`config.mk`:
```
export PLATFORM = sky130hd
export DESIGN_NAME = mp3
export DESIGN_NICKNAME = d
export VERILOG_FILES = /design/src/verilog/lc3b_types.sv /design/src/verilog/regfile_if.sv /design/src/verilog/mp3.sv /design/src/verilog/datapath.sv /design/src/verilog/control.sv /design/src/verilog/alu.sv /design/src/verilog/regfile.sv /design/src/verilog/pipe_reg.sv
export VERILOG_INCLUDE_DIRS = /design/src /design/src/verilog
export SDC_FILE = /design/constraint.sdc
export NUM_CORES = 1
export LEC_CHECK = 0
export BUFFER_PORTS_ARGS = -buffer_cell sky130_fd_sc_hd__buf_2
export CAP_MARGIN = 15
export CORE_UTILIZATION = 58
export CTS_CLUSTER_DIAMETER = 200
export DETAILED_ROUTE_END_ITERATION = 6
export HOLD_SLACK_MARGIN = 0.03
export PLACE_DENSITY = 0.82
export SLEW_MARGIN = 0
export SYNTH_ARGS = -nofsm -noshare
export SYNTH_HDL_FRONTEND = slang
export SYNTH_SLANG_ARGS = --single-unit
```
`constraint.sdc`:
```
create_clock -name clk -period 6.96 [get_ports clk]
set_input_delay 0.696 -clock clk [delete_from_list [all_inputs] [get_ports clk]]
set_output_delay 0.696 -clock clk [all_outputs]
set_load 0.03 [all_outputs]
```
`src/verilog/lc3b_consts.svh`:
```
`ifndef LC3B_CONSTS_SVH
`define LC3B_CONSTS_SVH

// Fetch starts here when rst is released.
`define LC3B_RESET_PC 16'h0000

// Depth of the architectural register file (R0 to R7).
`define LC3B_NUM_REGS 8

// ~~~~~~~~~~~~~~~~~~~~
// Instruction field positions.
// ~~~~~~~~~~~~~~~~~~~~

`define LC3B_OP_MSB 15   // Top bit of the opcode field.
`define LC3B_OP_LSB 12   // Bottom bit of the opcode field.

// Bit 5 picks imm5 over SR2 in ADD and AND.
`define LC3B_IMM_BIT 5

`endif
```
`src/verilog/lc3b_types.sv`:
```
package lc3b_types;

    typedef logic [15:0] lc3b_word;   // Data and address values.
    typedef logic [2:0]  lc3b_reg;    // Register index.
    typedef logic [2:0]  lc3b_nzp;    // Condition code, n in bit 2.

    // Full LC-3b opcode map. Only part of it is executed by this core.
    typedef enum logic [3:0] {
        op_br   = 4'b0000,
        op_add  = 4'b0001,
        op_ldb  = 4'b0010,
        op_stb  = 4'b0011,
        op_jsr  = 4'b0100,
        op_and  = 4'b0101,
        op_ldr  = 4'b0110,
        op_str  = 4'b0111,
        op_rti  = 4'b1000,
        op_not  = 4'b1001,
        op_ldi  = 4'b1010,
        op_sti  = 4'b1011,
        op_jmp  = 4'b1100,
        op_shf  = 4'b1101,
        op_lea  = 4'b1110,
        op_trap = 4'b1111
    } lc3b_opcode;

    typedef enum logic [1:0] {
        alu_add,
        alu_and,
        alu_not,
        alu_pass
    } lc3b_aluop;

    // Control word produced in decode and carried down the pipe.
    typedef struct packed {
        lc3b_aluop aluop;       // Operation for the execute stage.
        logic      imm_sel;     // ALU operand b comes from the offset field.
        logic      reg_write;   // Writes DR in writeback.
        logic      set_cc;      // Updates the condition code in writeback.
        logic      mem_read;    // LDR.
        logic      mem_write;   // STR.
        logic      branch;      // The nzp mask of a BR rides in the dest field.
        logic      lea;         // ALU passes the PC-relative address.
    } lc3b_ctrl_word;

    typedef struct packed {
        lc3b_word pc_plus2;
        lc3b_word instr;
    } if_id_t;

    typedef struct packed {
        lc3b_ctrl_word ctrl;
        lc3b_word      a;          // SR1 or BaseR.
        lc3b_word      b;          // SR2, or the store source for STR.
        lc3b_word      offset;     // Sign-extended and already scaled.
        lc3b_reg       dest;
        lc3b_word      pc_plus2;
    } id_ex_t;

    typedef struct packed {
        lc3b_ctrl_word ctrl;
        lc3b_word      alu_out;    // Result, or the address for LDR and STR.
        lc3b_word      store_data;
        lc3b_reg       dest;
    } ex_mem_t;

    typedef struct packed {
        logic     reg_write;
        logic     set_cc;
        lc3b_reg  dest;
        lc3b_word result;
    } mem_wb_t;

endpackage : lc3b_types

```
`src/verilog/regfile_if.sv`:
```
`timescale 1ns/100ps

// Two read ports and one write port of the register file.
interface regfile_if import lc3b_types::*; ();

    lc3b_reg  idx_a;    // Read port a index.
    lc3b_word data_a;   // Read port a data.
    lc3b_reg  idx_b;    // Read port b index.
    lc3b_word data_b;   // Read port b data.
    logic     we;       // Write enable from writeback.
    lc3b_reg  widx;     // Write index.
    lc3b_word wdata;    // Write data.

    // The datapath asks for operands and retires results.
    modport client (output idx_a, idx_b, we, widx, wdata,
                    input  data_a, data_b);

    // The register file answers reads and takes writes.
    modport server (input  idx_a, idx_b, we, widx, wdata,
                    output data_a, data_b);

endinterface : regfile_if

```
`src/verilog/mp3.sv`:
```
`timescale 1ns/100ps

module mp3 import lc3b_types::*; (
    input  logic     clk,
    input  logic     rst,

    // Data port.
    input  logic     mem_resp,
    input  lc3b_word mem_rdata,
    output logic     mem_read,
    output logic     mem_write,
    output lc3b_word mem_address,
    output lc3b_word mem_wdata,

    // Read-only instruction port.
    input  logic     instr_resp,
    input  lc3b_word instr_rdata,
    output logic     instr_read,
    output logic     instr_write,
    output lc3b_word instr_address,
    output lc3b_word instr_wdata
);

    lc3b_ctrl_word ctrl;
    lc3b_word      ir;
    lc3b_aluop     aluop;
    lc3b_word      alu_a;
    lc3b_word      alu_b;
    lc3b_word      alu_f;

    regfile_if rf_bus ();

    // Fetch reads every cycle and never writes.
    assign instr_read  = 1'b1;
    assign instr_write = 1'b0;
    assign instr_wdata = '0;

    datapath datapath_i (
        .clk(clk), .rst(rst), .ctrl(ctrl), .ir(ir), .rf(rf_bus.client),
        .aluop(aluop), .alu_a(alu_a), .alu_b(alu_b), .alu_f(alu_f),
        .mem_resp(mem_resp), .mem_rdata(mem_rdata),
        .mem_read(mem_read), .mem_write(mem_write),
        .mem_address(mem_address), .mem_wdata(mem_wdata),
        .instr_resp(instr_resp), .instr_rdata(instr_rdata),
        .instr_address(instr_address)
    );

    control control_i (
        .ir(ir),
        .ctrl(ctrl)
    );

    regfile regfile_i (
        .clk(clk),
        .rst(rst),
        .rf(rf_bus.server)
    );

    alu alu_i (
        .aluop(aluop),
        .a(alu_a),
        .b(alu_b),
        .f(alu_f)
    );

endmodule : mp3

```
`src/verilog/datapath.sv`:
```
`timescale 1ns/100ps
`include "lc3b_consts.svh"

module datapath import lc3b_types::*; (
    input  logic          clk,
    input  logic          rst,
    input  lc3b_ctrl_word ctrl,       // Decoded from ir by control.
    output lc3b_word      ir,
    regfile_if.client     rf,
    output lc3b_aluop     aluop,
    output lc3b_word      alu_a,
    output lc3b_word      alu_b,
    input  lc3b_word      alu_f,
    input  logic          mem_resp,
    input  lc3b_word      mem_rdata,
    output logic          mem_read,
    output logic          mem_write,
    output lc3b_word      mem_address,
    output lc3b_word      mem_wdata,
    input  logic          instr_resp,
    input  lc3b_word      instr_rdata,
    output lc3b_word      instr_address
);

    lc3b_word pc;
    lc3b_word pc_plus2;
    lc3b_word redirect_pc;       // Target waiting for the fetch in flight.
    logic     redirect_pending;  // A taken branch arrived mid-fetch.
    lc3b_nzp  cc;
    lc3b_nzp  wb_cc;

    if_id_t  if_id_d, if_id_q;
    id_ex_t  id_ex_d, id_ex_q;
    ex_mem_t ex_mem_d, ex_mem_q;
    mem_wb_t mem_wb_d, mem_wb_q;
    logic    if_id_valid, id_ex_valid, ex_mem_valid, mem_wb_valid;

    logic     freeze;     // Memory stage waits, everything holds.
    logic     id_stall;   // Decode waits on a hazard.
    logic     if_stall;
    logic     use_a, use_b;
    logic     hz_ex, hz_mem, hz_cc;
    lc3b_reg  src_a, src_b;
    lc3b_word dec_offset;
    lc3b_word br_target;
    logic     br_taken;
    logic     redirect;

    assign freeze   = (mem_read || mem_write) && !mem_resp;
    assign if_stall = freeze || id_stall;
    assign redirect = br_taken && !freeze;

    // ~~~~~~~~~~~~~~~~~~~~
    // Fetch.
    // ~~~~~~~~~~~~~~~~~~~~

    assign instr_address = pc;   // Only changes on an instr_resp edge.
    assign pc_plus2      = pc + 16'd2;

    always_ff @(posedge clk) begin
        if (rst) begin
            pc               <= `LC3B_RESET_PC;
            redirect_pending <= 1'b0;
        end else if (redirect && !instr_resp) begin
            redirect_pending <= 1'b1;   // Let the current fetch finish first.
            redirect_pc      <= br_target;
        end else if (instr_resp) begin
            redirect_pending <= 1'b0;
            if (redirect) begin
                pc <= br_target;
            end else if (redirect_pending) begin
                pc <= redirect_pc;      // The word just fetched is dropped.
            end else if (!if_stall) begin
                pc <= pc_plus2;
            end
            // A stalled fetch keeps pc and reads the same word again.
        end
    end

    always_comb begin
        if_id_d.pc_plus2 = pc_plus2;
        if_id_d.instr    = instr_rdata;
    end

    pipe_reg #(.payload_t(if_id_t)) if_id_reg (
        .clk(clk), .rst(rst), .stall(if_stall), .flush(redirect),
        .valid_in(instr_resp && !redirect_pending),
        .d(if_id_d), .valid(if_id_valid), .q(if_id_q)
    );

    // ~~~~~~~~~~~~~~~~~~~~
    // Decode and hazards.
    // ~~~~~~~~~~~~~~~~~~~~

    assign ir    = if_id_q.instr;
    assign src_a = ir[8:6];                                // SR1 or BaseR.
    assign src_b = ctrl.mem_write ? ir[11:9] : ir[2:0];    // STR reads SR here.
    assign use_a = (ctrl.reg_write && !ctrl.lea) || ctrl.mem_write;
    assign use_b = (ctrl.reg_write && !ctrl.imm_sel && !ctrl.lea &&
                    (ctrl.aluop != alu_not)) || ctrl.mem_write;

    assign rf.idx_a = src_a;
    assign rf.idx_b = src_b;

    // Writeback needs no check because the register file bypass covers it.
    assign hz_ex  = id_ex_valid && id_ex_q.ctrl.reg_write &&
                    ((use_a && (id_ex_q.dest == src_a)) ||
                     (use_b && (id_ex_q.dest == src_b)));
    assign hz_mem = ex_mem_valid && ex_mem_q.ctrl.reg_write &&
                    ((use_a && (ex_mem_q.dest == src_a)) ||
                     (use_b && (ex_mem_q.dest == src_b)));
    assign hz_cc  = ctrl.branch &&
                    ((id_ex_valid && id_ex_q.ctrl.set_cc) ||
                     (ex_mem_valid && ex_mem_q.ctrl.set_cc));
    assign id_stall = if_id_valid && (hz_ex || hz_mem || hz_cc);

    always_comb begin
        if (ctrl.mem_read || ctrl.mem_write) begin
            dec_offset = {{9{ir[5]}}, ir[5:0], 1'b0};   // Offset6 scaled to words.
        end else if (ctrl.imm_sel) begin
            dec_offset = {{11{ir[4]}}, ir[4:0]};        // imm5.
        end else begin
            dec_offset = {{6{ir[8]}}, ir[8:0], 1'b0};   // PCoffset9 for BR, LEA.
        end
        id_ex_d.ctrl     = ctrl;
        id_ex_d.a        = rf.data_a;
        id_ex_d.b        = rf.data_b;
        id_ex_d.offset   = dec_offset;
        id_ex_d.dest     = ir[11:9];   // DR, or the nzp mask of a BR.
        id_ex_d.pc_plus2 = if_id_q.pc_plus2;
    end

    pipe_reg #(.payload_t(id_ex_t)) id_ex_reg (
        .clk(clk), .rst(rst), .stall(freeze), .flush(redirect),
        .valid_in(if_id_valid && !id_stall),   // Bubble while decode waits.
        .d(id_ex_d), .valid(id_ex_valid), .q(id_ex_q)
    );

    // ~~~~~~~~~~~~~~~~~~~~
    // Execute.
    // ~~~~~~~~~~~~~~~~~~~~

    assign br_target = id_ex_q.pc_plus2 + id_ex_q.offset;
    assign br_taken  = id_ex_valid && id_ex_q.ctrl.branch &&
                       ((id_ex_q.dest & cc) != 3'b000);

    assign aluop = id_ex_q.ctrl.aluop;
    assign alu_a = id_ex_q.a;
    assign alu_b = id_ex_q.ctrl.lea     ? br_target :
                   id_ex_q.ctrl.imm_sel ? id_ex_q.offset : id_ex_q.b;

    always_comb begin
        ex_mem_d.ctrl       = id_ex_q.ctrl;
        ex_mem_d.alu_out    = alu_f;
        ex_mem_d.store_data = id_ex_q.b;
        ex_mem_d.dest       = id_ex_q.dest;
    end

    pipe_reg #(.payload_t(ex_mem_t)) ex_mem_reg (
        .clk(clk), .rst(rst), .stall(freeze), .flush(1'b0),
        .valid_in(id_ex_valid),
        .d(ex_mem_d), .valid(ex_mem_valid), .q(ex_mem_q)
    );

    // ~~~~~~~~~~~~~~~~~~~~
    // Memory and writeback.
    // ~~~~~~~~~~~~~~~~~~~~

    // Held steady by the freeze until mem_resp closes the transfer.
    assign mem_read    = ex_mem_valid && ex_mem_q.ctrl.mem_read;
    assign mem_write   = ex_mem_valid && ex_mem_q.ctrl.mem_write;
    assign mem_address = ex_mem_q.alu_out;
    assign mem_wdata   = ex_mem_q.store_data;

    always_comb begin
        mem_wb_d.reg_write = ex_mem_q.ctrl.reg_write;
        mem_wb_d.set_cc    = ex_mem_q.ctrl.set_cc;
        mem_wb_d.dest      = ex_mem_q.dest;
        mem_wb_d.result    = ex_mem_q.ctrl.mem_read ? mem_rdata : ex_mem_q.alu_out;
    end

    pipe_reg #(.payload_t(mem_wb_t)) mem_wb_reg (
        .clk(clk), .rst(rst), .stall(freeze), .flush(1'b0),
        .valid_in(ex_mem_valid),
        .d(mem_wb_d), .valid(mem_wb_valid), .q(mem_wb_q)
    );

    assign rf.we    = mem_wb_valid && mem_wb_q.reg_write;
    assign rf.widx  = mem_wb_q.dest;
    assign rf.wdata = mem_wb_q.result;

    always_comb begin
        if (mem_wb_q.result[15]) begin
            wb_cc = 3'b100;
        end else if (mem_wb_q.result == 16'h0000) begin
            wb_cc = 3'b010;
        end else begin
            wb_cc = 3'b001;
        end
    end

    // Registers reset to zero, so the code starts out as Z.
    always_ff @(posedge clk) begin
        if (rst) begin
            cc <= 3'b010;
        end else if (mem_wb_valid && mem_wb_q.set_cc) begin
            cc <= wb_cc;
        end
    end

endmodule : datapath

```
`src/verilog/control.sv`:
```
`timescale 1ns/100ps
`include "lc3b_consts.svh"

module control import lc3b_types::*; (
    input  lc3b_word      ir,
    output lc3b_ctrl_word ctrl
);

    lc3b_opcode opcode;

    assign opcode = lc3b_opcode'(ir[`LC3B_OP_MSB:`LC3B_OP_LSB]);

    always_comb begin
        // Start from a word that does nothing at all.
        ctrl.aluop     = alu_add;
        ctrl.imm_sel   = 1'b0;
        ctrl.reg_write = 1'b0;
        ctrl.set_cc    = 1'b0;
        ctrl.mem_read  = 1'b0;
        ctrl.mem_write = 1'b0;
        ctrl.branch    = 1'b0;
        ctrl.lea       = 1'b0;

        case (opcode)
            op_add: begin
                ctrl.aluop     = alu_add;
                ctrl.imm_sel   = ir[`LC3B_IMM_BIT];   // imm5 or SR2.
                ctrl.reg_write = 1'b1;
                ctrl.set_cc    = 1'b1;
            end
            op_and: begin
                ctrl.aluop     = alu_and;
                ctrl.imm_sel   = ir[`LC3B_IMM_BIT];
                ctrl.reg_write = 1'b1;
                ctrl.set_cc    = 1'b1;
            end
            op_not: begin
                ctrl.aluop     = alu_not;
                ctrl.reg_write = 1'b1;
                ctrl.set_cc    = 1'b1;
            end
            op_br: begin
                ctrl.branch    = 1'b1;   // Taken or not is decided in execute.
            end
            op_ldr: begin
                ctrl.aluop     = alu_add;   // BaseR plus scaled offset6.
                ctrl.imm_sel   = 1'b1;
                ctrl.mem_read  = 1'b1;
                ctrl.reg_write = 1'b1;
                ctrl.set_cc    = 1'b1;
            end
            op_str: begin
                ctrl.aluop     = alu_add;
                ctrl.imm_sel   = 1'b1;
                ctrl.mem_write = 1'b1;
            end
            op_lea: begin
                // LC-3b LEA leaves the condition code alone.
                ctrl.aluop     = alu_pass;
                ctrl.lea       = 1'b1;
                ctrl.reg_write = 1'b1;
            end
            default: begin
                // Anything else flows through as a bubble with no effect.
            end
        endcase
    end

endmodule : control

```
`src/verilog/alu.sv`:
```
`timescale 1ns/100ps

module alu import lc3b_types::*; (
    input  lc3b_aluop aluop,
    input  lc3b_word  a,
    input  lc3b_word  b,
    output lc3b_word  f
);

    always_comb begin
        case (aluop)
            alu_add: begin
                f = a + b;   // ADD, and base plus offset for LDR and STR.
            end
            alu_and: begin
                f = a & b;
            end
            alu_not: begin
                f = ~a;      // NOT ignores operand b.
            end
            alu_pass: begin
                f = b;       // LEA hands its address through here.
            end
            default: begin
                f = b;
            end
        endcase
    end

endmodule : alu

```
`src/verilog/regfile.sv`:
```
`timescale 1ns/100ps
`include "lc3b_consts.svh"

module regfile import lc3b_types::*; (
    input logic       clk,
    input logic       rst,
    regfile_if.server rf
);

    lc3b_word regs [`LC3B_NUM_REGS];

    always_ff @(posedge clk) begin
        if (rst) begin
            for (int i = 0; i < `LC3B_NUM_REGS; i++) begin
                regs[i] <= '0;   // All registers start at zero.
            end
        end else if (rf.we) begin
            regs[rf.widx] <= rf.wdata;
        end
    end

    // A read of the register being written this cycle sees the new value.
    // This lets decode read a result in the same cycle it retires.
    always_comb begin
        rf.data_a = regs[rf.idx_a];
        if (rf.we && (rf.widx == rf.idx_a)) begin
            rf.data_a = rf.wdata;
        end
        rf.data_b = regs[rf.idx_b];
        if (rf.we && (rf.widx == rf.idx_b)) begin
            rf.data_b = rf.wdata;
        end
    end

endmodule : regfile

```
`src/verilog/pipe_reg.sv`:
```
`timescale 1ns/100ps

module pipe_reg #(
    parameter type payload_t = logic
) (
    input  logic     clk,
    input  logic     rst,
    input  logic     stall,      // Hold the current contents.
    input  logic     flush,      // Turn the stage into a bubble.
    input  logic     valid_in,
    input  payload_t d,
    output logic     valid,
    output payload_t q
);

    // Flush beats stall, so a taken branch can kill a stalled stage.
    always_ff @(posedge clk) begin
        if (rst || flush) begin
            valid <= 1'b0;
        end else if (!stall) begin
            valid <= valid_in;
        end
    end

    always_ff @(posedge clk) begin
        if (!stall) begin
            q <= d;   // The payload moves along with its valid bit.
        end
    end

endmodule : pipe_reg

```
==> results.cfg, run 1 <==
[outcome]
status = finished, final reports clean

[grt]
grt_max_degree = 85
grt_overflow = 0
grt_usage = 0.2777
antenna_found_initial = 1
grt_pass1_wl_um = 63590
grt_pass1_vias = 10960

[logic_synthesis]
synth-edff-count = 306
ys_top_cells_by_area = edfxtp_1 (53%), mux4_2 (9.6%), and2_1 (4.9%)
synth-xor-area-share = 0.02675
yosys.area_share.adder = 0.02538
ys_seq_area_frac = 0.5606
ys.flop_type = edfxtp_1
synth_top_family_by_area = multiplexers
yosys-top-cells-count = edfxtp_1 (306), and2_1 (135), nand2_1 (78)
yosys.area_share.simple = 0.1172
synth_compound_area_frac = 0.07491
synth_largest_area_cell = edfxtp_1
yosys_warnings = 0
yosysMostFrequentCell = edfxtp_1
syn_inst = 1321
synthesis.area_mm2 = 0.01735
synth_cell_types = 70
synthArstFlopShare = 0
synthMuxAreaShare = 0.1472
ys_seq_elements = 333
syn_avg_cell_area_um2 = 13.14
synth_top_cell_area_share = 0.5295

[timing]
setup_slack_ns = 2.572
max_freq_mhz = 227.9
timing_hold_violations_final = 0
relSlewSlack = 0.1785
setup_tns_ns = 0
rsz0062_at_grt = no
worst_pin_slew_ns = 1.206
slew_violations = 0
timing.final.setup_violations = 0
post-route-min-period_ns = 4.388
skew_ns = 0.02726
fin_crit_sh = 0.6305

[critical_path]
worst-r2r-setup-slack_ns = 2.57
endpoint = datapath_i.ex_mem_reg.q[31]$_DFFE_PN_
reg2reg_depth = 16
worstSetupPathType = reg2reg
critPathMaxFanout = 3
cp_slowest_cell = o311ai_0
critPathLaunch = datapath_i.id_ex_reg.q[19]$_SDFFCE_PP0N_
cp_data_arrival_time_ns = 4.64
crit_path_end_kind = register
path_cells = ha_1, inv_1, fa_1, nor2b_1, o31a_1, o311ai_0, a21oi_1, xor2_1, nand2_1, o21ai_0, ha_1, or3_1, o21ai_0, a21oi_1, xor2_1, mux4_2
slowest_delay_ns = 0.70
r2r_start = datapath_i.id_ex_reg.q[19]$_SDFFCE_PP0N_
worstPathRequired_ns = 7.21
rr_endpoint = datapath_i.ex_mem_reg.q[31]$_DFFE_PN_
startpoint_type = register

[die]
dieArea_mm2 = 0.03062
fp.dieW_um = 175.0
die_h_um = 175.0
start_util = 0.5966
ios = 104
coreArea_mm2 = 0.02909
core.rowCount = 62

[placement]
dp_hpwl_um = 27240
place.gp.congestion = 0.9084
dp_slack_ns = 2.663
numPortBuffers = 85
dp.cells = 1699

[final_layout]
area_growth_pct = 9.726
seq_area_mm2 = 0.009731
drive_gt1_frac = 0.2168
fin_nets = 1422
multi_input_area_mm2 = 0.006904
nFillCells = 2051
num_antenna_cells = 0
fin_cells = 1763

[power_and_ir_drop]
pwr-share-comb = 0.158
p_leak_uw = 0.007312
ir_drop_mv = 0.1840
power_frac_seq = 0.485
clockPowerShare = 0.356
p_sw_frac = 0.2822
p_switching_uw = 1556
p_per_area_mw_per_mm2 = 289.6
power.internal_uw = 3958

[route]
drt_iter0_markers = 1154
antenna_left = 0
wl_per_cell_um = 23.66
viasPerCell = 6.305
vias = 11120
drt_first_pass_iters = 5
drt-total-wl_um = 41710
drc = 0

[run]
maxCapViolCount = 0

[cts]
cts_tree = done
cts_resized = 0
htreeDepth = 2
cts_made_buffers = 35
cts_setup_buffers = 0
cts_buffer_depth = 3
hold_buffers = 0
cts-root-buf = clkbuf_16
clk_pin_slew_ns = 0.06
cts_num_sinks = 333
clkLatencyLatePin_ns = 0.53

[min_path]
hold_start = instr_rdata[9]
whs_path_depth = 1
hold_path_class = in2reg
-- cells by family (layout without fill, tap and decap cells) --
family,count (synthesis),in the layout
AOI/OAI and AO/OA,194,194
xor gates and xnor gates,53,53
adders and majority gates,34,34
buffers and inverters,161,203
DFF,333,333
muxes,158,158
other,2,18
and+or+nand+nor,386,386
-- power groups by stage --
stage	Sequential, uW	Combinational (uW)	Clock, uW
2_1_floorplan	2530	790	0
5_1_grt	2700	935	2060
3_3_place_gp	2690	846	0
4_1_cts	2670	871	1980
6_report	2680	873	1960
3_5_place_dp	2700	864	0
-- placed cells by master, fill, tap and decap left out, types with 4 or more instances in the layout --
cell type / instances
a21oi_1: 32
clkbuf_1: 5
clkinv_1: 5
a31oi_1: 4
conb_1: 18
nor2b_1: 10
nand2_1: 78
nand2b_1: 10
or2_2: 12
mux4_2: 74
clkinv_2: 5
o21a_1: 11
a211oi_1: 10
inv_1: 30
mux2_2: 24
buf_2: 85
bufinv_16: 6
clkbuf_16: 36
edfxtp_1: 306
or3_1: 5
mux2i_1: 57
and3_1: 4
xor2_1: 19
buf_4: 22
and2_1: 135
nand4_1: 6
nor3_1: 11
o21bai_1: 5
ha_1: 32
nor2_1: 74
nand3_1: 16
dfxtp_1: 26
nor4_1: 8
a21o_1: 6
o21ai_0: 73
nand3b_1: 6
a211oi_2: 10
xnor2_1: 34
-- worst max-delay path: cells and delay by family (launching register included) --
family                     cells  cell delay, ns
AOI/OAI and AO/OA              6            1.47
xor gates and xnor gates       2            0.40
adders and majority gates      3            0.76
buffers and inverters          1            0.07
DFF                            1            0.41
muxes                          1            0.44
and+or+nand+nor                3            0.56
-- sequential cells by signal (all words and copies together), names as in the netlist, named ones only --
signal / flops
regfile_i.regs: 128
datapath_i.id_ex_reg.q: 70
datapath_i.ex_mem_reg.q: 39
datapath_i.if_id_reg.q: 32
datapath_i.mem_wb_reg.q: 21
datapath_i.instr_address: 16
datapath_i.redirect_pc: 16
datapath_i.cc: 3
datapath_i.ex_mem_reg.valid: 1
datapath_i.id_ex_reg.valid: 1
datapath_i.if_id_reg.valid: 1
datapath_i.mem_wb_reg.valid: 1
datapath_i.redirect_pending: 1
-- area by class of cell --
cell class                 count  share of cell area
timing repair buffer         107             0.03101
clock buffer                  42             0.04902
tap                          384             0.02523
multi-input combinational    843              0.3626
inverter                      32            0.006439
sequential                   333              0.5110
clock inverter                22             0.01472
-- metrics by stage --
step	hold WS, ns	utilization	total power (uW)	instance area (um2)
floorplan	0.4003	-	3320	17410
global placement	0.4023	0.6129	3540	17830
detailed placement	0.4045	0.6129	3564	17830
CTS	0.3456	0.6546	5519	19040
global route	0.3538	0.6546	5689	19040
finish	0.3583	0.6546	5514	19040
-- per-layer routing --
layer | GRT usage | vias up | wire, um
li1 | - | 4932 | -
met1 | 0.3619 | 5517 | 16010
met2 | 0.4754 | 575 | 21020
met3 | 0.03742 | 90 | 3279
met4 | 0.1040 | 2 | 1382
met5 | 0 | - | 12
-- worst min-delay path by stage --
stage | endpoint | slack, ns
after floorplan | datapath_i.ex_mem_reg.q[37]$_DFFE_PN_ | 0.40
after global placement | datapath_i.ex_mem_reg.q[38]$_DFFE_PN_ | 0.40
after detailed placement | datapath_i.id_ex_reg.q[1]$_DFFE_PN_ | 0.40
after CTS | datapath_i.if_id_reg.q[13]$_DFFE_PN_ | 0.35
after global routing | datapath_i.if_id_reg.q[2]$_DFFE_PN_ | 0.35
final | datapath_i.if_id_reg.q[9]$_DFFE_PN_ | 0.36
Note: power is estimated with default switching activity, not from simulation.
==> inputs of run 2 (changes only) <==
==> constraint.sdc (replaced) <==
create_clock -name clk -period 4.25 [get_ports clk]
set_input_delay 0.425 -clock clk [delete_from_list [all_inputs] [get_ports clk]]
set_output_delay 0.425 -clock clk [all_outputs]
set_load 0.03 [all_outputs]
==> run 2 against run 1 <==
  * The run now ends with DRC left
  * Total power rose by 62%
  * Sequential share of layout area decreased by 0.24 points
  * Clock skew decreased by 0.015 ns
  * Register-to-register slack lost 2.5 ns
  * Critical path type unchanged
  * Clock-buffer cell count rose by 5
  * Clock power grew 56%
  * Routed wire length is 0.17% lower
  * Die area is the same
  * Maximum frequency grew 5.3%
  * Combinational power rose by 70%
  * Sequential cell count is the same
==> results.cfg, run 2 (synthesis results as in run 1) <==
[die]
coreArea_mm2 = 0.02909
fp.dieW_um = 175.0
die_h_um = 175.0
ios = 104
dieArea_mm2 = 0.03062
core.rowCount = 62
start_util = 0.5966

[power_and_ir_drop]
power_frac_seq = 0.492
ir_drop_mv = 0.2482
p_leak_uw = 0.007383
pwr-share-comb = 0.166
power.total_uw = 8914
p_per_area_mw_per_mm2 = 465.9
power.internal_uw = 6377
clockPowerShare = 0.342
p_sw_frac = 0.2846
p_switching_uw = 2537

[cts]
cts-root-buf = clkbuf_16
cts_tree = done
htreeDepth = 2
clk_pin_slew_ns = 0.06
cts_buffer_depth = 3
clkLatencyLatePin_ns = 0.51
cts_num_sinks = 333
cts_made_buffers = 36
hold_buffers = 0

[critical_path]
worstSetupPathType = reg2reg
critPathMaxFanout = 5
startpoint_type = register
cp_slowest_cell = or4_1
critPathLaunch = datapath_i.id_ex_reg.q[20]$_DFFE_PN_
crit_buf_inv = 0
cp_top_family = compound AO/OA/AOI/OAI gates
path_depth = 13
slowest_delay_ns = 0.56
cp_data_arrival_time_ns = 4.42
worstPathRequired_ns = 4.50
path_cells = ha_1, a211oi_1, o21bai_1, a21oi_1, xnor2_1, nand2_1, o21ai_0, ha_1, or4_1, a41o_1, o41ai_4, xnor2_1, mux4_2
reg2reg_depth = 13
r2r_start = datapath_i.id_ex_reg.q[20]$_DFFE_PN_
worst-r2r-setup-slack_ns = 0.08
crit_path_end_kind = register

[final_layout]
reg.largest.list = regfile_i.regs x128, datapath_i.id_ex_reg.q x70, datapath_i.ex_mem_reg.q x39
largest_reg_flops = 128
num_antenna_cells = 0
nFillCells = 1941
layout_commonest_cell = edfxtp_1
drive_gt1_frac = 0.2301
top_register = regfile_i.regs
fin_nets = 1435
area_growth_pct = 10.26
layout_common_cells = edfxtp_1 (306), and2_1 (134), buf_2 (85)

[grt]
grt_pass1_vias = 11050
grt_pass1_wl_um = 62390
antenna_found_initial = 0
grt_max_degree = 99
grt_usage = 0.2722
grt_overflow = 0

[route]
drt_iter0_markers = 1153
drc = 4
drt_first_pass_iters = 7
met2_length_um = 21230
vias = 11190
routed-wl-met3_um = 3272
drt-total-wl_um = 41640
wl_per_cell_um = 23.46
antenna_left = 0
dr.max_layer_used = met4
m1WireLength_um = 15430
viasPerCell = 6.303

[placement]
dp_hpwl_um = 27700
dp_slack_ns = 0.1464
place.gp.congestion = 0.9321
numPortBuffers = 85

[timing]
max_freq_mhz = 239.9
rsz0062_at_grt = yes
timing.final.setup_violations = 0
fin_crit_sh = 0.9806
post-route-min-period_ns = 4.168
skew_ns = 0.01225
relSlewSlack = 0.1962
timing_hold_violations_final = 0
slew_violations = 0
worst_pin_slew_ns = 1.204
setup_slack_ns = 0.08228

[min_path]
whs_path_depth = 1
hold_start = instr_rdata[5]
hold_path_class = in2reg

[run]
maxCapViolCount = 0

[outcome]
status = finished, violations left
violations = DRC
## run 2: cell types whose count changed in the layout (fill, tap and decap cells not counted), moves of 2 or more
cell	delta
buf_4	+11
bufinv_16	-4
clkinv_2	+3
xnor2_1	-3
xnor2_2	+3
a21oi_1	-2
a21oi_2	+2
clkbuf_16	+2
clkbuf_8	+2
o21ai_0	-2
## run 2: layout make-up
class | instances | area, um2 | area share
flip-flops and latches | 333 | 9732 | 0.5086
multi-input cells | 843 | 6955 | 0.3635
clock buffers | 47 | 1015 | 0.05303
repair buffers | 119 | 693.2 | 0.03623
well taps | 384 | 480.5 | 0.02511
clock inverters | 17 | 135.1 | 0.007062
inverters | 32 | 123.9 | 0.006474
## run 2: power by group through the flow
stage / Combinational (uW) / Clock, uW / Sequential (uW)
3_3_place_gp: 1400 / 0 / 4410
5_1_grt: 1580 / 3200 / 4420
6_report: 1480 / 3050 / 4380
2_1_floorplan: 1290 / 0 / 4140
4_1_cts: 1450 / 3070 / 4370
3_5_place_dp: 1430 / 0 / 4420
## run 2: per-layer routing
layer,GRT usage,vias to the layer above
met5,0,-
met1,0.3337,5475
li1,-,4951
met3,0.05070,122
met4,0.1254,0
met2,0.4679,639
## run 2: worst paths after layout
check,end
setup / recovery,datapath_i.ex_mem_reg.q[30]$_DFFE_PN_
hold / removal,datapath_i.if_id_reg.q[5]$_DFFE_PN_
setup reg to reg,datapath_i.ex_mem_reg.q[30]$_DFFE_PN_
hold reg to reg,datapath_i.ex_mem_reg.q[38]$_DFFE_PN_
## run 2: per-stage QoR
step	cells	util	hold WS (ns)	instance area (um2)	TNS, ns
final	1775	0.6578	0.08891	19130	0
after global routing	1775	0.6578	0.07528	19130	-0.07265
after CTS	1773	0.6556	0.07302	19070	0
after detailed placement	1709	0.6161	0.4056	17920	0
after global placement	1709	0.6161	0.4003	17920	0
after floorplan	1337	-	0.4003	17420	0
## run 2: timing repair
item,4_1_cts,5_1_grt
gates resized for setup,0,10
endpoints found under the setup margin,0,5
setup buffers,0,2
==> inputs of run 3 (changes only) <==
--- a/config.mk
+++ b/config.mk
@@ -8,11 +8,14 @@
 export LEC_CHECK = 0
 export BUFFER_PORTS_ARGS = -buffer_cell sky130_fd_sc_hd__buf_2
 export CAP_MARGIN = 15
-export CORE_UTILIZATION = 58
+export CELL_PAD_IN_SITES_DETAIL_PLACEMENT = 2
+export CELL_PAD_IN_SITES_GLOBAL_PLACEMENT = 2
+export CORE_UTILIZATION = 45
+export CTS_BUF_LIST = sky130_fd_sc_hd__clkbuf_8
 export CTS_CLUSTER_DIAMETER = 200
 export DETAILED_ROUTE_END_ITERATION = 6
 export HOLD_SLACK_MARGIN = 0.03
-export PLACE_DENSITY = 0.82
+export PLACE_DENSITY = 0.88
 export SLEW_MARGIN = 0
 export SYNTH_ARGS = -nofsm -noshare
 export SYNTH_HDL_FRONTEND = slang
==> run 3 against run 2 <==
  * The run ends with setup timing left
  * Worst setup slack got worse by 0.31 ns
  * Routed wire length up 79%
  * Clock power barely moved
  * Cell count is 12% higher
  * Sequential cell count is the same
  * Clock skew up 0.034 ns
  * Sequential power rose by 3%
  * First-iteration DRC count is 43% higher
  * Cell area grew 3.5%
  * Critical path type unchanged
==> results.cfg, run 3 (synthesis results as in run 1) <==
[outcome]
status = finished, violations left
violations = setup timing

[timing]
timing_hold_violations_final = 0
relSlewSlack = 0.1526
post-route-min-period_ns = 4.477
max_freq_mhz = 223.4
fin_crit_sh = 1.053
worst_pin_slew_ns = 1.271
timing.hold.ws_ns = 0.06681
slew_violations = 0
setup_slack_ns = -0.2267
timing.final.setup_violations = 6
skew_ns = 0.04628

[run]
maxCapViolCount = 0

[route]
drt-total-wl_um = 74540
wl_per_cell_um = 37.55
drt_first_pass_iters = 6
viasPerCell = 6.620
drt_iter0_markers = 1647
antenna_left = 0
drc = 0
vias = 13140

[die]
start_util = 0.4586
die_h_um = 198.4
dieArea_mm2 = 0.03935
core.rowCount = 71
fp.dieW_um = 198.4
coreArea_mm2 = 0.03784
ios = 104

[critical_path]
worstPathRequired_ns = 4.64
cp_slowest_cell = edfxtp_1
worst-r2r-setup-slack_ns = -0.23
rr_endpoint = datapath_i.ex_mem_reg.q[30]$_DFFE_PN_
reg2reg_depth = 17
critPathMaxFanout = 5
slowest_delay_ns = 0.49
path_cells = ha_4, buf_4, a211oi_4, o21bai_2, a21oi_2, o21ai_1, xor2_1, buf_4, nand2_1, o21ai_2, ha_2, nand3_1, nand2_1, a41o_1, o41ai_4, xnor2_1, mux4_2
startpoint_type = register
worstSetupPathType = reg2reg
crit_buf_inv = 2
crit_path_end_kind = register
cp_top_family = compound AO/OA/AOI/OAI gates
r2r_start = datapath_i.id_ex_reg.q[19]$_SDFFCE_PP0N_
cp_data_arrival_time_ns = 4.86

[final_layout]
nFillCells = 3543
layout_commonest_cell = edfxtp_1
finish.utilization = 0.5235
drive_gt1_frac = 0.2770
layout_common_cells = edfxtp_1 (306), and2_1 (134), buf_2 (85)
largest_reg_flops = 128
area_growth_pct = 14.16
reg.largest.list = regfile_i.regs x128, datapath_i.id_ex_reg.q x70, datapath_i.ex_mem_reg.q x39
final_area_mm2 = 0.01981
top_register = regfile_i.regs
fin_nets = 1496

[placement]
dp_hpwl_um = 40530
dp_slack_ns = -0.2105
place.gp.congestion = 0.8439
numPortBuffers = 85
placed_area_mm2 = 0.01811

[power_and_ir_drop]
p_leak_uw = 0.007656
ir_drop_mv = 0.2192
p_per_area_mw_per_mm2 = 482.0

[cts]
cts_made_buffers = 57
cts_buffer_depth = 3
cts_tree = done
htreeDepth = 2
cts-root-buf = clkbuf_8
clk_pin_slew_ns = 0.10
clkLatencyLatePin_ns = 0.67
cts_num_sinks = 333

[grt]
antenna_found_initial = 3
grt_pass1_vias = 13910
grt_max_degree = 132
grt_pass1_wl_um = 101100
grt_overflow = 0
grt_usage = 0.3606

[min_path]
min_to = datapath_i.redirect_pending$_SDFFE_PP0P_
hold_path_class = in2reg
hold_start = instr_resp
whs_path_depth = 2
[run 3: changes by cell type in the layout (fill, tap and decap cells not counted), sizes merged]
cell	before	now
dlygate4sd3	0	16
bufinv	2	0
inv	32	47
diode	0	1
clkbuf	47	68
buf	119	143
clkinv	13	21
[run 3: layer usage]
layer / track usage / share of wire / wire (um) / vias up
met4: 0.2127 / 0.065 / 4815 / 6
met5: 0 / 0.00052 / 39 / -
met3: 0.05968 / 0.078 / 5842 / 274
met2: 0.6185 / 0.50 / 37090 / 971
met1: 0.4271 / 0.36 / 26750 / 6799
li1: - / - / - / 5091
[run 3: repair_timing]
item	CTS	global route
hold endpoints to repair	17	0
setup endpoints to repair	8	6
hold buffers	16	0
pin swaps	11	19
gates resized for setup	38	37
buffers inserted	8	15
[run 3: report_power, final]
part | switching, uW | internal [uW]
Combinational | 1210 | 734
Sequential | 564 | 3960
Clock | 1640 | 1450
Total | 3410 | 6140
[run 3: worst max path at each step]
stage | from | cells after the start | end
6_report | datapath_i.id_ex_reg.q[19]$_SDFFCE_PP0N_ | 17 | datapath_i.ex_mem_reg.q[30]$_DFFE_PN_
5_1_grt | datapath_i.id_ex_reg.q[19]$_SDFFCE_PP0N_ | 17 | datapath_i.ex_mem_reg.q[30]$_DFFE_PN_
4_1_cts | datapath_i.id_ex_reg.q[23]$_DFFE_PN_ | 15 | datapath_i.ex_mem_reg.q[29]$_DFFE_PN_
3_5_place_dp | datapath_i.id_ex_reg.q[20]$_DFFE_PN_ | 16 | datapath_i.ex_mem_reg.q[34]$_DFFE_PN_
3_3_place_gp | datapath_i.id_ex_reg.q[19]$_SDFFCE_PP0N_ | 17 | datapath_i.ex_mem_reg.q[30]$_DFFE_PN_
2_1_floorplan | datapath_i.ex_mem_reg.q[38]$_DFFE_PN_ | 7 | register
[run 3: worst reg2reg max path, stage by stage (launching register included)]
cell	delay [ns]
edfxtp_1	0.49
ha_4	0.22
buf_4	0.14
a211oi_4	0.34
o21bai_2	0.15
a21oi_2	0.20
o21ai_1	0.13
xor2_1	0.22
buf_4	0.18
nand2_1	0.09
o21ai_2	0.18
ha_2	0.41
nand3_1	0.15
nand2_1	0.13
a41o_1	0.28
o41ai_4	0.30
xnor2_1	0.11
mux4_2	0.47
[run 3: layout make-up]
class / instances / area (um2) / area share
timing repair buffer: 159 / 1033 / 0.05217
antenna: 1 / 2.502 / 0.0001263
tap: 511 / 639.4 / 0.03227
inverter: 32 / 123.9 / 0.006252
multi-input combinational: 843 / 7191 / 0.3630
clock buffer: 68 / 935.9 / 0.04724
clock inverter: 38 / 155.1 / 0.007831
sequential: 333 / 9731 / 0.4912
[run 3: per-stage QoR]
step	total power (uW)	setup TNS [ns]	std cells
after detailed placement	6054	-0.8015	1840
after global routing	9690	-1.341	1984
after floorplan	5436	0	1337
final	9550	-0.9692	1985
after global placement	5893	0	1840
after CTS	9187	0	1970
